[src/common/cache_pkg.sv]
package cache_pkg;

    // geometry of the line store and the backing memory
    localparam int NUM_SETS  = 16;
    localparam int NUM_WAYS  = 2;
    localparam int MEM_WORDS = 1024;

    localparam int WORD_BITS = 32;     // one data word per line
    localparam int ADDR_BITS = 10;     // byte address bits 11:2
    localparam int SET_BITS  = 4;
    localparam int TAG_BITS  = ADDR_BITS - SET_BITS;

    // word address split as {tag, set}
    typedef logic [ADDR_BITS-1:0] word_addr_t;
    typedef logic [SET_BITS-1:0]  set_t;
    typedef logic [TAG_BITS-1:0]  tag_t;

    typedef logic [WORD_BITS-1:0] line_data_t;

    // one way of one set
    typedef struct packed {
        logic       valid;
        logic       dirty;
        logic       lru;         // set on use, cleared on the other way
        tag_t       tag;
        line_data_t data;
    } cache_line_t;

endpackage
[src/common/mem_op_pkg.sv]
package mem_op_pkg;

    typedef logic [31:0] data_t;
    typedef logic [3:0]  byte_mask_t;   // one enable per byte lane

    // load/store width and extension encoded as funct3
    typedef enum logic [2:0] {
        SIZE_BYTE   = 3'b000,
        SIZE_HALF   = 3'b001,
        SIZE_WORD   = 3'b010,
        SIZE_BYTE_U = 3'b100,
        SIZE_HALF_U = 3'b101
    } access_size_e;

    // request from the load/store port
    typedef struct packed {
        logic         write;
        access_size_e size;
        logic [31:0]  addr;     // byte address with upper bits ignored
        data_t        wdata;    // store value in the low lanes
    } cpu_req_t;

    // write-back of an evicted dirty line
    typedef struct packed {
        logic                  en;
        cache_pkg::word_addr_t addr;
        data_t                 data;
    } mem_wr_t;

endpackage

[src/logic/lsu_align.sv]
`timescale 1ns/1ps

module lsu_align import mem_op_pkg::*, cache_pkg::*; (
    input  cpu_req_t   req,
    input  logic       req_valid,
    input  data_t      read_word,
    output logic       acc_valid,
    output logic       acc_write,
    output word_addr_t acc_addr,
    output byte_mask_t acc_mask,
    output data_t      acc_wdata,
    output data_t      load_data
);

    logic [1:0] byte_off;    // aligned lane offset
    data_t      lane_word;   // addressed bytes moved to lane 0

    assign acc_valid = req_valid;
    assign acc_write = req_valid & req.write;
    assign acc_addr  = req.addr[11:2];

    // misaligned accesses fall back to the natural boundary
    always_comb begin
        case (req.size)
            SIZE_BYTE, SIZE_BYTE_U: byte_off = req.addr[1:0];
            SIZE_HALF, SIZE_HALF_U: byte_off = {req.addr[1], 1'b0};
            default:                byte_off = 2'b00;
        endcase
    end

    always_comb begin
        case (req.size)
            SIZE_BYTE, SIZE_BYTE_U: begin
                acc_mask  = byte_mask_t'(4'b0001 << byte_off);
                acc_wdata = {4{req.wdata[7:0]}};    // byte in every lane
            end
            SIZE_HALF, SIZE_HALF_U: begin
                acc_mask  = byte_mask_t'(4'b0011 << byte_off);
                acc_wdata = {2{req.wdata[15:0]}};
            end
            default: begin
                acc_mask  = 4'b1111;
                acc_wdata = req.wdata;
            end
        endcase
    end

    assign lane_word = read_word >> {byte_off, 3'b000};

    // extract and extend for loads
    always_comb begin
        case (req.size)
            SIZE_BYTE:   load_data = {{24{lane_word[7]}}, lane_word[7:0]};
            SIZE_HALF:   load_data = {{16{lane_word[15]}}, lane_word[15:0]};
            SIZE_BYTE_U: load_data = {24'd0, lane_word[7:0]};
            SIZE_HALF_U: load_data = {16'd0, lane_word[15:0]};
            default:     load_data = read_word;   // word and unused codes
        endcase
    end

endmodule

[config.mk]
export PLATFORM = sky130hd
export DESIGN_NAME = lsu_align
export DESIGN_NICKNAME = d
export VERILOG_FILES = /design/src/common/cache_pkg.sv /design/src/common/mem_op_pkg.sv /design/src/logic/lsu_align.sv
export SDC_FILE = /design/constraint.sdc
export NUM_CORES = 1
export LEC_CHECK = 0
export ABC_CLOCK_PERIOD_IN_PS = 3780
export CORE_AREA = 2 2 71 73
export DETAILED_ROUTE_END_ITERATION = 12
export DIE_AREA = 0 0 73 75
export DONT_BUFFER_PORTS = 1
export PLACE_DENSITY = 0.56
export SLEW_MARGIN = 10
export SYNTH_ARGS = -nofsm -noshare
export SYNTH_HDL_FRONTEND = slang
export SYNTH_SLANG_ARGS = --single-unit
export TNS_END_PERCENT = 1
[constraint.sdc]
create_clock -name vclk -period 3.78
set_input_delay 0.945 -clock vclk [all_inputs]
set_output_delay 0.945 -clock vclk [all_outputs]
set_load 0.01 [all_outputs]
* Word level (Yosys, flattened, before mapping)
Index checks and enable logic that the tools add are counted.
** Operators by class
- Equal/unequal tests :: 3
- Shift-type cells :: 3
- Multiplexer cells :: 4
- Bitwise gates (word level) :: 1
- Reduce and logical (&&, ||, !) cells :: 3
** Operators by type and width (number)
- case mux 32 bit (4 select lines) :: 1
- case mux 32 bit (2 select lines) :: 1
- >> shifter 32 x 5 -> 16 bit :: 1
- case mux 4 bit (2 select lines) :: 1
- equality test 3 bit, second input constant :: 2
- case mux 2 bit (2 select lines) :: 1
- OR reduction 2 bit :: 2
- left shift 1 x 2 -> 4 bit, first input constant :: 1
- left shift 2 x 2 -> 4 bit, first input constant :: 1
- equality test 3 x 1 -> 1 bit, second input constant :: 1
- zero test 3 bit :: 1
- AND 1 bit :: 1
** Storage, ports and cells
- Flip-flop bits (word level) :: 0
- Logic and storage cells :: 14

* Depth between registers and ports, before layout
- Depth in word-level cells :: 5
- Gate-level depth with buffers :: 7
- Gate-level depth less buffers :: 4

* Worst setup path after synthesis
OpenSTA, ideal clock, no wires.
- Kind :: input-to-output
- From :: input req[64] (netlist name)
- To :: output load_data[8]
- Data arrival time :: 2.022 ns
- Data required time :: 2.835 ns
- Setup slack :: 0.813 ns
- Stages on the path :: 7
- Path buffers :: 3
- Cells stage by stage :: buf_6 -> nor2b_1 -> buf_4 -> mux2_4 -> nand2_2 -> buf_6 -> nand4_1
** On the way
- Word-level cells in the longest chain between the ends :: 5
- Elaborated cells on any way between the ends :: 9
** Ends and longest elaborated chain
- from (decl) :: line lsu_align.sv:4 : input cpu_req_t req,
- equality test 3 bit, or another cell as far along :: line lsu_align.sv:24, lsu_align.sv:52
- OR reduction 2 bit :: line lsu_align.sv:24 : case (req.size)
- case mux 2 bit (2 select lines) :: line lsu_align.sv:24
- >> shifter 32 x 5 -> 16 bit :: line lsu_align.sv:48 : assign lane_word = read_word >> {byte_off, 3'b000};
- case mux 32 bit (4 select lines) * :: line lsu_align.sv:52 : case (req.size)
- to (decl) :: line lsu_align.sv:12 : output data_t load_data
Mark *: on every way between the ends. The rest lies on a longest branch, timed or not.

* Final worst setup path
- From :: input req[32] (netlist name)
- To :: output load_data[9]
** On the way
- Word-level cells in the longest chain between the ends :: 3
** Ends and longest elaborated chain (line)
- case mux 2 bit (2 select lines) :: lsu_align.sv:24
- >> shifter 32 x 5 -> 16 bit :: lsu_align.sv:48
- case mux 32 bit (4 select lines) :: lsu_align.sv:52
No other way between the ends.

==> metrics.txt <==
largest family of logic cells by synthesized area simple AND/OR/NAND/NOR gates; max frequency 310 MHz; Slowest-stage cell, CP mux2_4; delay-heaviest family, CP simple AND/OR/NAND/NOR gates; Initial Utilization 0.312; XOR/XNOR Fraction of Synth Area 0; fin area 0.00133 mm^2; Core Footprint 0.00466 mm^2; ANT nets after route 0; Die Span Y 75 um; row count 25; relative slew slack 0.433; GRT Total Usage 0.146; Synth top area share 0.132; Residual DRC 0; drt total wl ~4500 um; Hold Path End acc_addr[2]; P_int 0.0714 mW; NetSw 0.0882 mW; diode count 0; Synth Area in Compound Gates 0.225; pre-CTS setup slack 0.528 ns; clkbuf count 0; Mapped Area 0.00145 mm^2; post-CTS sizing 0; Fin. Hold Viols 0; DRT Pass-1 Iters 4; Worst Hold Launch req[36]; worst slew pin tran approximately 0.85 ns; Area growth, synth to finish -8.18%; total number of vias 1350; Critical Path, Cell by Cell nor2b_1 > mux2_4 > nand2_2 > buf_4 > nand3_2; nets 276; Yosys cell types 38; CP arrival 2.28 ns; Iter 0 DRT Violations 52; share of layout cells above drive strength 1 0.341; vias in the first global route 1149; detailed placer's ending HPWL 3510 um; hold path cells 0; Worst Path Required 2.83 ns; io pins 181; Sw Share 0.553; startpoint types primary input; pwr dens around 120 mW/mm^2; post-CTS setup buffers 0; Simple-Gate Fraction of Synth Area 0.345; Slew Viols, Final 0; CP Class primary input to output pin; placed cell area about 0.0013 mm^2; DR WL/cell just under 20 um; Synth Area in Adders 0; Seq pwr share 0; register area share after synthesis 0; Clk pwr share 0; CP Max Fanout 14; Yosys top cell by area mux2_2; post-synthesis mux area share 0.232; Post-Synthesis Cells 199; CP Capture Type output pin; FFs & Latches 0; cts hold-fix bufs 0; fillers 520; # setup viols final 0; total gr overflow 0; syn avg cell area 7.30 um^2; GP Congestion ~0.8; Min-Delay Path Class primary input to output pin; crit path time final roughly 3.2 ns; status completed; Yosys warnings 0; total power 0.160 mW; Combinational Power Share 1.000; via/cell ratio 5.95; Buffers on Ports 0; setup ws final about 0.55 ns; static leakage 0.638 nW; crit share post-route 0.853; first-pass GRT wire length 6390 um; RSZ-0062 raised after global routing no; largest net degree at the start of global routing 66; max_cap viols 0; setup TNS 0 ns; Die X 73 um; critical path buffer and inverter count 1; die area 0.00548 mm^2; Crit path largest cell delay 0.35 ns; initial antenna violation count 0; Max IR drop VDD between 40 and 50 uV; Core Util, Final 0.286; syn nets 300; top post-synthesis cells by area mux2_2 13%, nand3_2 12%, buf_4 11%; sequential cell area 0 um^2
-- cells by family (layout without fill, tap and decap cells) --
family,after synthesis,after routing
buffers and inverters,40,14
multiplexers,31,31
AO/OA/AOI/OAI,55,55
AND/OR/NAND/NOR,73,73
-- metal layers --
layer,track usage,part of all wire
met4,0.00617,0.0062
met1,0.208,0.41
met3,0.0295,0.10
met2,0.238,0.48
met5,0,0
-- layout by cell type (no fill, tap or decap), drive strengths merged --
cell	instances
mux2i	13
nand2b	3
and2	2
nor3	2
o21a	2
and3	5
a21oi	21
or2	1
a221o	2
mux2	18
nand4	5
a31oi	7
o21bai	2
nor2b	3
a221oi	1
a211o	1
nor4b	2
nor2	7
a22o	1
a22oi	2
inv	1
nand2	24
a21o	1
buf	13
nand3	19
o21ai	15
-- power groups by stage --
stage	Sequential (mW)	Clock [mW]	Combinational (mW)
floorplan	0	0	0.174
global placement	0	0	0.161
detailed placement	0	0	0.161
CTS	0	0	0.162
global route	0	0	0.174
finish	0	0	0.160
-- metrics by stage --
step	std cells	hold WS, ns
4_1_cts	227	1.89
3_3_place_gp	227	1.89
2_1_floorplan	199	1.98
6_report	227	1.89
3_5_place_dp	227	1.89
5_1_grt	227	1.89
-- synth_stat cells (3+ instances only) --
cell type and number:
a21oi_1 21, a31oi_1 7, and3_1 5, buf_2 5, buf_4 21, buf_6 7, clkbuf_1 6, mux2_2 17
mux2i_1 13, nand2_1 23, nand3_2 18, nand4_1 4, nor2_1 6, nor2b_1 3, o21ai_0 8, o21ai_1 6
-- layout make-up --
type,instances,area (um^2),area share
inverter,1,3.75,0.00281
timing repair buffer,13,97.6,0.0732
multi-input combinational,159,1160,0.873
tap,54,67.6,0.0507
-- how the worst max path moves through the flow --
stage	end	from	cells after the start	slack, ns
final	load_data[9]	req[32]	5	0.55
after global routing	load_data[12]	req[32]	5	0.45
after CTS	load_data[9]	req[32]	5	0.52
after detailed placement	load_data[9]	req[32]	5	0.53
after global placement	load_data[9]	req[32]	5	0.54
after floorplan	load_data[8]	req[64]	7	0.81
Note: power is estimated with default switching activity, not from simulation.
