[src/common/cache_pkg.sv]
package cache_pkg;

    // geometry of the line store and the backing memory
    localparam int NUM_SETS  = 16;
    localparam int NUM_WAYS  = 2;
    localparam int MEM_WORDS = 1024;

    localparam int WORD_BITS = 32;     // one data word per line
    localparam int ADDR_BITS = 10;     // byte address bits 11:2
    localparam int SET_BITS  = 4;
    localparam int TAG_BITS  = ADDR_BITS - SET_BITS;

    // word address split as {tag, set}
    typedef logic [ADDR_BITS-1:0] word_addr_t;
    typedef logic [SET_BITS-1:0]  set_t;
    typedef logic [TAG_BITS-1:0]  tag_t;

    typedef logic [WORD_BITS-1:0] line_data_t;

    // one way of one set
    typedef struct packed {
        logic       valid;
        logic       dirty;
        logic       lru;         // set on use, cleared on the other way
        tag_t       tag;
        line_data_t data;
    } cache_line_t;

endpackage
[src/common/mem_op_pkg.sv]
package mem_op_pkg;

    typedef logic [31:0] data_t;
    typedef logic [3:0]  byte_mask_t;   // one enable per byte lane

    // load/store width and extension encoded as funct3
    typedef enum logic [2:0] {
        SIZE_BYTE   = 3'b000,
        SIZE_HALF   = 3'b001,
        SIZE_WORD   = 3'b010,
        SIZE_BYTE_U = 3'b100,
        SIZE_HALF_U = 3'b101
    } access_size_e;

    // request from the load/store port
    typedef struct packed {
        logic         write;
        access_size_e size;
        logic [31:0]  addr;     // byte address with upper bits ignored
        data_t        wdata;    // store value in the low lanes
    } cpu_req_t;

    // write-back of an evicted dirty line
    typedef struct packed {
        logic                  en;
        cache_pkg::word_addr_t addr;
        data_t                 data;
    } mem_wr_t;

endpackage

[src/cache/cache_core.sv]
`timescale 1ns/1ps

module cache_core import mem_op_pkg::*, cache_pkg::*; (
    input  logic       clk,
    input  logic       rst_n,
    input  logic       acc_valid,
    input  logic       acc_write,
    input  word_addr_t acc_addr,
    input  byte_mask_t acc_mask,
    input  data_t      acc_wdata,
    input  data_t      fill_data,
    output logic       hit,
    output data_t      read_word,
    output word_addr_t fill_addr,
    output mem_wr_t    wb
);

    cache_line_t lines [NUM_SETS][NUM_WAYS];

    set_t                set_idx;
    tag_t                req_tag;
    logic [NUM_WAYS-1:0] way_hit;
    logic                hit_way;
    logic                victim_way;
    logic                use_way;       // way written this cycle
    cache_line_t         hit_line;
    cache_line_t         victim_line;
    data_t               base_word;     // hit data or fill data
    data_t               merged_word;
    cache_line_t         new_line;

    assign set_idx = acc_addr[SET_BITS-1:0];
    assign req_tag = acc_addr[ADDR_BITS-1:SET_BITS];

    // tag compare on both ways
    always_comb begin
        for (int w = 0; w < NUM_WAYS; w++) begin
            way_hit[w] = lines[set_idx][w].valid && (lines[set_idx][w].tag == req_tag);
        end
    end

    assign hit     = acc_valid && (|way_hit);
    assign hit_way = way_hit[1];

    // victim is the way whose lru bit is clear, way 0 unless only way 1 is clear
    assign victim_way = lines[set_idx][0].lru & ~lines[set_idx][1].lru;
    assign use_way    = hit ? hit_way : victim_way;

    assign hit_line    = lines[set_idx][hit_way];
    assign victim_line = lines[set_idx][victim_way];

    assign base_word = hit ? hit_line.data : fill_data;
    assign read_word = base_word;
    assign fill_addr = acc_addr;   // memory is always read at the request

    // store bytes over the current word
    always_comb begin
        for (int b = 0; b < 4; b++) begin
            merged_word[b*8 +: 8] = acc_mask[b] ? acc_wdata[b*8 +: 8] : base_word[b*8 +: 8];
        end
    end

    // dirty victim goes back on any miss
    always_comb begin
        wb.en   = acc_valid && !hit && victim_line.valid && victim_line.dirty;
        wb.addr = {victim_line.tag, set_idx};
        wb.data = victim_line.data;
    end

    always_comb begin
        new_line.valid = 1'b1;
        new_line.dirty = acc_write | (hit & hit_line.dirty);   // read fill comes in clean
        new_line.lru   = 1'b1;
        new_line.tag   = req_tag;
        new_line.data  = acc_write ? merged_word : base_word;
    end

    always_ff @(posedge clk or negedge rst_n) begin
        if (!rst_n) begin
            for (int s = 0; s < NUM_SETS; s++) begin
                for (int w = 0; w < NUM_WAYS; w++) begin
                    lines[s][w] <= '0;
                end
            end
        end else if (acc_valid) begin
            lines[set_idx][use_way]      <= new_line;
            lines[set_idx][~use_way].lru <= 1'b0;   // other way becomes lru
        end
    end

endmodule

[config.mk]
export PLATFORM = sky130hd
export DESIGN_NAME = cache_core
export DESIGN_NICKNAME = d
export VERILOG_FILES = /design/src/common/cache_pkg.sv /design/src/common/mem_op_pkg.sv /design/src/cache/cache_core.sv
export SDC_FILE = /design/constraint.sdc
export NUM_CORES = 2
export LEC_CHECK = 0
export BUFFER_PORTS_ARGS = -buffer_cell sky130_fd_sc_hd__buf_4
export CELL_PAD_IN_SITES_DETAIL_PLACEMENT = 1
export CELL_PAD_IN_SITES_GLOBAL_PLACEMENT = 1
export CORE_ASPECT_RATIO = 1.25
export CORE_MARGIN = 2
export CORE_UTILIZATION = 45
export DETAILED_ROUTE_END_ITERATION = 10
export PLACE_DENSITY_LB_ADDON = 0.1
export SLEW_MARGIN = 20
export SYNTH_ARGS = -nofsm -noshare
export SYNTH_HDL_FRONTEND = slang
export SYNTH_SLANG_ARGS = --single-unit
[constraint.sdc]
create_clock -name clk -period 6.9 [get_ports clk]
set_input_delay 1.38 -clock clk [delete_from_list [all_inputs] [get_ports clk]]
set_output_delay 1.38 -clock clk [all_outputs]
set_load 0.01 [all_outputs]
# --- Yosys cells after proc, flatten, opt, wreduce, memory -nomap -nowiden ---
# Cells that the tools add are included.
word_totals:
  ff_bits: 1312
  out_inout_bits: 86
classes:
  magnitude_cmp: 8
  n_eq_ne: 2
  n_mux: 26
  bitwise: 10
  reduce_logical: 11
op_table:
  columns: ["operator", "count"]
  rows:
  - ["1312-bit bitwise mux", 2]
  - ["82-bit demux with 4-bit select", 2]
  - ["82-bit binary-select mux with 4-bit select", 1]
  - ["82-bit two-way mux", 4]
  - ["41-bit two-way mux", 4]
  - ["40-bit two-way mux", 3]
  - ["41-bit demux with 1-bit select", 2]
  - ["32-bit two-way mux", 2]
  - ["39-bit two-way mux", 1]
  - ["8-bit two-way mux", 4]
  - ["6-bit == test", 2]
  - ["1-bit logical AND", 9]
  - ["2-bit greater-or-equal comparator, second input constant", 4]
  - ["1-bit NOT with 2-bit output", 4]
  - ["5-bit greater-or-equal comparator, second input constant", 1]
  - ["5-bit by 1-bit less-than comparator with 1-bit output, second input constant", 1]
  - ["4-bit NOT with 5-bit output", 1]
  - ["2-bit by 1-bit less-than comparator with 1-bit output, second input constant", 2]
  - ["1-bit bitwise AND", 2]
  - ["1-bit NOT", 2]
  - ["2-bit OR reduction", 1]
  - ["1-bit zero test", 1]
  - ["1-bit two-way mux", 1]
  - ["1-bit OR", 1]

# --- Logic depth before layout (Yosys ltp) ---
depth:
  ltp_word: 18
  ltp_mapped: 17
  ltp_nobuf: 9

# --- Least setup slack after synthesis ---
# No wires, ideal clock.
synth_timing:
  path_type: "input -> output"
  start: "in acc_addr[0]"
  end: "out read_word[14]"
  arrival_time_ps: 4462
  path_slack_ps: 1058
  stages: 10
  n_path_buf: 6
  cell_sequence: "buf_4 > buf_4 > buf_4 > buf_4 > buf_2 > buf_1 > mux4_2 > mux4_2 > a32o_1 > or2_2"
synth_via:
  elab_chain_len: 11
synth_lines:
  columns: ["item", "line", "text"]
  rows:
  - ["from (decl)", "cache_core.sv:8", "input word_addr_t acc_addr,"]
  - ["4-bit NOT with 5-bit output (not written as such) *", "cache_core.sv:38, cache_core.sv:49", null]
  - ["82-bit binary-select mux with 4-bit select *", "cache_core.sv:38, cache_core.sv:49", null]
  - ["82-bit two-way mux (not written as such) * (2 in a row)", "cache_core.sv:38", "way_hit[w] = lines[set_idx][w].valid && (lines[set_idx][w].tag == req_tag);"]
  - ["6-bit == test", "cache_core.sv:38", null]
  - ["1-bit logical AND", "cache_core.sv:38", null]
  - ["1-bit NOT with 2-bit output (not written as such)", "cache_core.sv:49", "assign hit_line = lines[set_idx][hit_way];"]
  - ["40-bit two-way mux (not written as such) (3 in a row)", "cache_core.sv:49", null]
  - ["32-bit two-way mux *", "cache_core.sv:52", "assign base_word = hit ? hit_line.data : fill_data;"]
  - ["to (decl)", "cache_core.sv:13", "output data_t read_word,"]
# Every way passes the cells marked *; elsewhere a longest branch is shown, timed or not. The select of a mux whose other input is x is not followed.

# --- Final worst setup path ---
layout_timing:
  start: "in acc_addr[1]"
  end: "out read_word[6]"
# The elaborated chain is that of the path after synthesis.

==> impl_summary.txt <==
----------------------------------------------------
[Status]
  Status ... finished clean

[Synthesis]
  Synthesized area divided by synthesized cell count ... 11.9 sq um
  Gate count after technology mapping ... 5167
  Top cell type's share of synthesized area ... 0.534
  Most used standard cells in the synthesized netlist ... dfrtp_1, nor2_1, a31oi_1
  Yosys top cell by area ... dfrtp_1
  Post-synth design cell area ... 61400 sq um
  Share of the yosys chip area belonging to registers ... 0.534
  Main area contributors after synthesis ... dfrtp_1, mux4_2, a31oi_1
  Most instantiated library cell after synthesis ... dfrtp_1
  Fraction of synthesis flops using an asynchronous set or reset pin ... 1.00
  Total of flip-flops plus latches after synthesis ... 1312
  Ys flop type ... dfrtp_1
  Number of distinct standard cells referenced by the synthesized netlist ... 58
  Net count after synthesis ... 5249
  Total number of yosys warnings ... 0
  Number of enable flip-flop cells after synthesis ... 0

[Layout]
  Layout area overhead ... 11.9%
  NumNets Final ... 5140
  Register with the highest flop count ... lines
  Layout cell share with drive strength beyond 1 ... 0.254
  Biggest registers after layout ... lines: 1312 flops
  Core utilization of the finished layout ... 0.507
  Largest register FFs ... 1312

[STA]
  Unrepaired setup endpoints after global routing ... no
  Setup-violating endpoint count in the final report ... 0
  Max-slew violations ... 0
  Portion of the clock cycle consumed by the worst path in the final layout ... 0.944
  Worst relative slew slack ... 0.207
  Fmax ... 154 MHz
  Clock Skew ... 0.0266 ns
  Final hold violations ... 0
  Min Clock Period, post-route ... 6.51 ns
  Total negative setup slack ... 0 ns
  Worst Max-Slew Pin Slew ... 1.18 ns

[Floorplanning]
  Die Width ... 334 um
  DIE HEIGHT ... 417 um
  Standard-cell rows ... 151
  Top-level I/O count ... 168
  Core area ... 135000 sq um
  Starting density of the core ... 0.453
  Area enclosed by the die boundary ... 140000 sq um

[CTS]
  Skew-Pair Late Insertion Delay ... 0.79 ns
  Worst-case clock buffer depth ... 3
  Deepest level of the CTS H-tree ... 4
  CTS Root Buffer Type ... clkbuf_16
  Number of gates resized after cts ... 0
  Clock tree from TritonCTS ... built
  Number of post-CTS setup repair buffers ... 0
  Number of buffers added by the clock tree synthesis step ... 143
  Hold Buf Count CTS ... 0
  Count of clock tree sinks ... 1312
  Reg clk slew, reported paths ... 0.06 ns

[Placement]
  DP HPWL ... 119 mm
  Port buffer count ... 167
  RD Place Congestion ... 0.783

[Setup path]
  Crit start category ... primary input
  Crit path required time ... 5.52 ns
  First element of the critical path ... acc_addr[1]
  Library cell contributing the largest single delay on the critical path ... mux4_2
  Top fanout value on the critical path ... 41
  Critical Path Max Stage Delay ... 0.57 ns
  Crit-path cells ... buf_8 > mux4_2 > mux2i_1 > mux2_2 > a2111oi_2 > and3_1 > and3_4 > buf_12 > nor3b_1 > or2_2 > buf_4
  Critical Path AT ... 5.13 ns
  Startpoint of the most critical register-to-register path ... lines[442]
  Crit path kind ... primary input to primary output
  Crit. End Element ... primary output

[GRT]
  Via count of the first global-routing pass ... 46700
  Maximum number of pins on one net before global-route repair ... 165
  GRT Util Overall ... 0.304
  Overflow left after global routing ... 0
  First-pass GRT wire length ... 315 mm
  Antenna violations before repair ... 7

[Pwr]
  Leakage dissipation ... 0.0292 uW
  Cell area power density ... 362 nW/um^2
  Peak supply drop ... 199 uV

[Detailed routing]
  Initial drt markers ... 3914
  DRC violations left ... 0
  Routed vias ... 44200
  Final ANT Viol Nets ... 0
  Average detailed-routed wire length per instance ... 30.2 um
  Via density per instance ... 6.38
  First-pass detailed-route iteration total ... 5
  Total Wirelength ... 209 mm

[Hold path]
  Tightest Hold Check Type ... flop to flop
  Start point of the worst min-delay path ... lines[491]

[Flow run]
  Number of maximum-capacitance constraint violations ... 0

----------------------------------------------------
[placed cells by master, fill, tap and decap left out, types with 12 or more instances in the layout]
master and count:
a21o_1 16, a21oi_1 48, a21oi_4 13, a2bb2oi_1 128, a31oi_1 897, a32o_1 34, and3_1 68, buf_12 29
buf_4 297, clkbuf_1 34, clkbuf_16 153, clkbuf_8 37, clkinv_2 17, dfrtp_1 1312, mux2_2 240, mux2i_1 30
mux4_2 377, nand2_1 63, nor2_1 1089, nor3b_1 33, o21ai_0 12, o21ai_2 32, or2_2 62
[metal layers]
metal,global-route usage,vias up,wire length (um),share of wire
met4,0.105,2,7190,0.034
met1,0.411,23600,87600,0.42
met2,0.504,1329,103000,0.49
met5,0,-,8,0.000038
li1,-,18900,-,-
met3,0.0436,390,11300,0.054
[through the flow]
step                      cell area [sq um]  setup slack [ns]  instances  power, uW  hold WS (ns)
after global routing                  68700             0.244       6926      26200         0.484
final                                 68700             0.386       6928      24900         0.462
after floorplan                       61400              1.06       5167      15200         0.429
after detailed placement              63900             0.397       6671      17200         0.452
after CTS                             68700             0.397       6925      25100         0.466
after global placement                63900             0.472       6671      16800         0.446
[final cells by class]
class | count | area, sq um
antenna | 2 | 5.00
clock buffer | 223 | 4450
clock inverter | 31 | 332
fill | 13700 | 66700
inverter | 11 | 41.3
multi-input combinational | 3258 | 25900
sequential | 1312 | 32800
tap | 1759 | 2200
timing repair buffer | 332 | 2920
[critical path: cells and delay by family]
| kind | cells | cell delay [ns] |
|---|---|---|
| AOI/OAI and AO/OA | 1 | 0.53 |
| muxes | 3 | 1.15 |
| buffers and inverters | 3 | 0.78 |
| and+or+nand+nor | 4 | 1.18 |
[logic make-up (layout without fill, tap and decap cells)]
family | after synthesis | in the layout | share of synthesized area
mux | 648 | 648 | 0.187
compound gates | 1216 | 1216 | 0.134
xor+xnor | 16 | 16 | 0.00228
buf+inv | 597 | 597 | 0.0475
simple gates | 1378 | 1378 | 0.0940
flops | 1312 | 1312 | 0.534
other cells | 0 | 2 | 0
[path summary, 6_finish.rpt]
path | to | slack, ns | cells past startpoint
min in group asynchronous | lines[1280] | 0.56 | 1
hold / removal | lines[491] | 0.46 | 1
setup / recovery | read_word[6] | 0.39 | 11
setup reg to reg | lines[1098] | 2.24 | 11
max in group asynchronous | lines[563] | 4.77 | 2
hold reg to reg | lines[491] | 0.46 | 1
[power breakdown]
part	leakage (uW)	switching [uW]	total (uW)	internal (uW)
Sequential	0.0161	1260	11300	10100
Clock	0.00236	3230	7870	4650
Combinational	0.0108	2630	5710	3080
Total	0.0292	7120	24900	17800
Power figures use the tool's default switching activity.
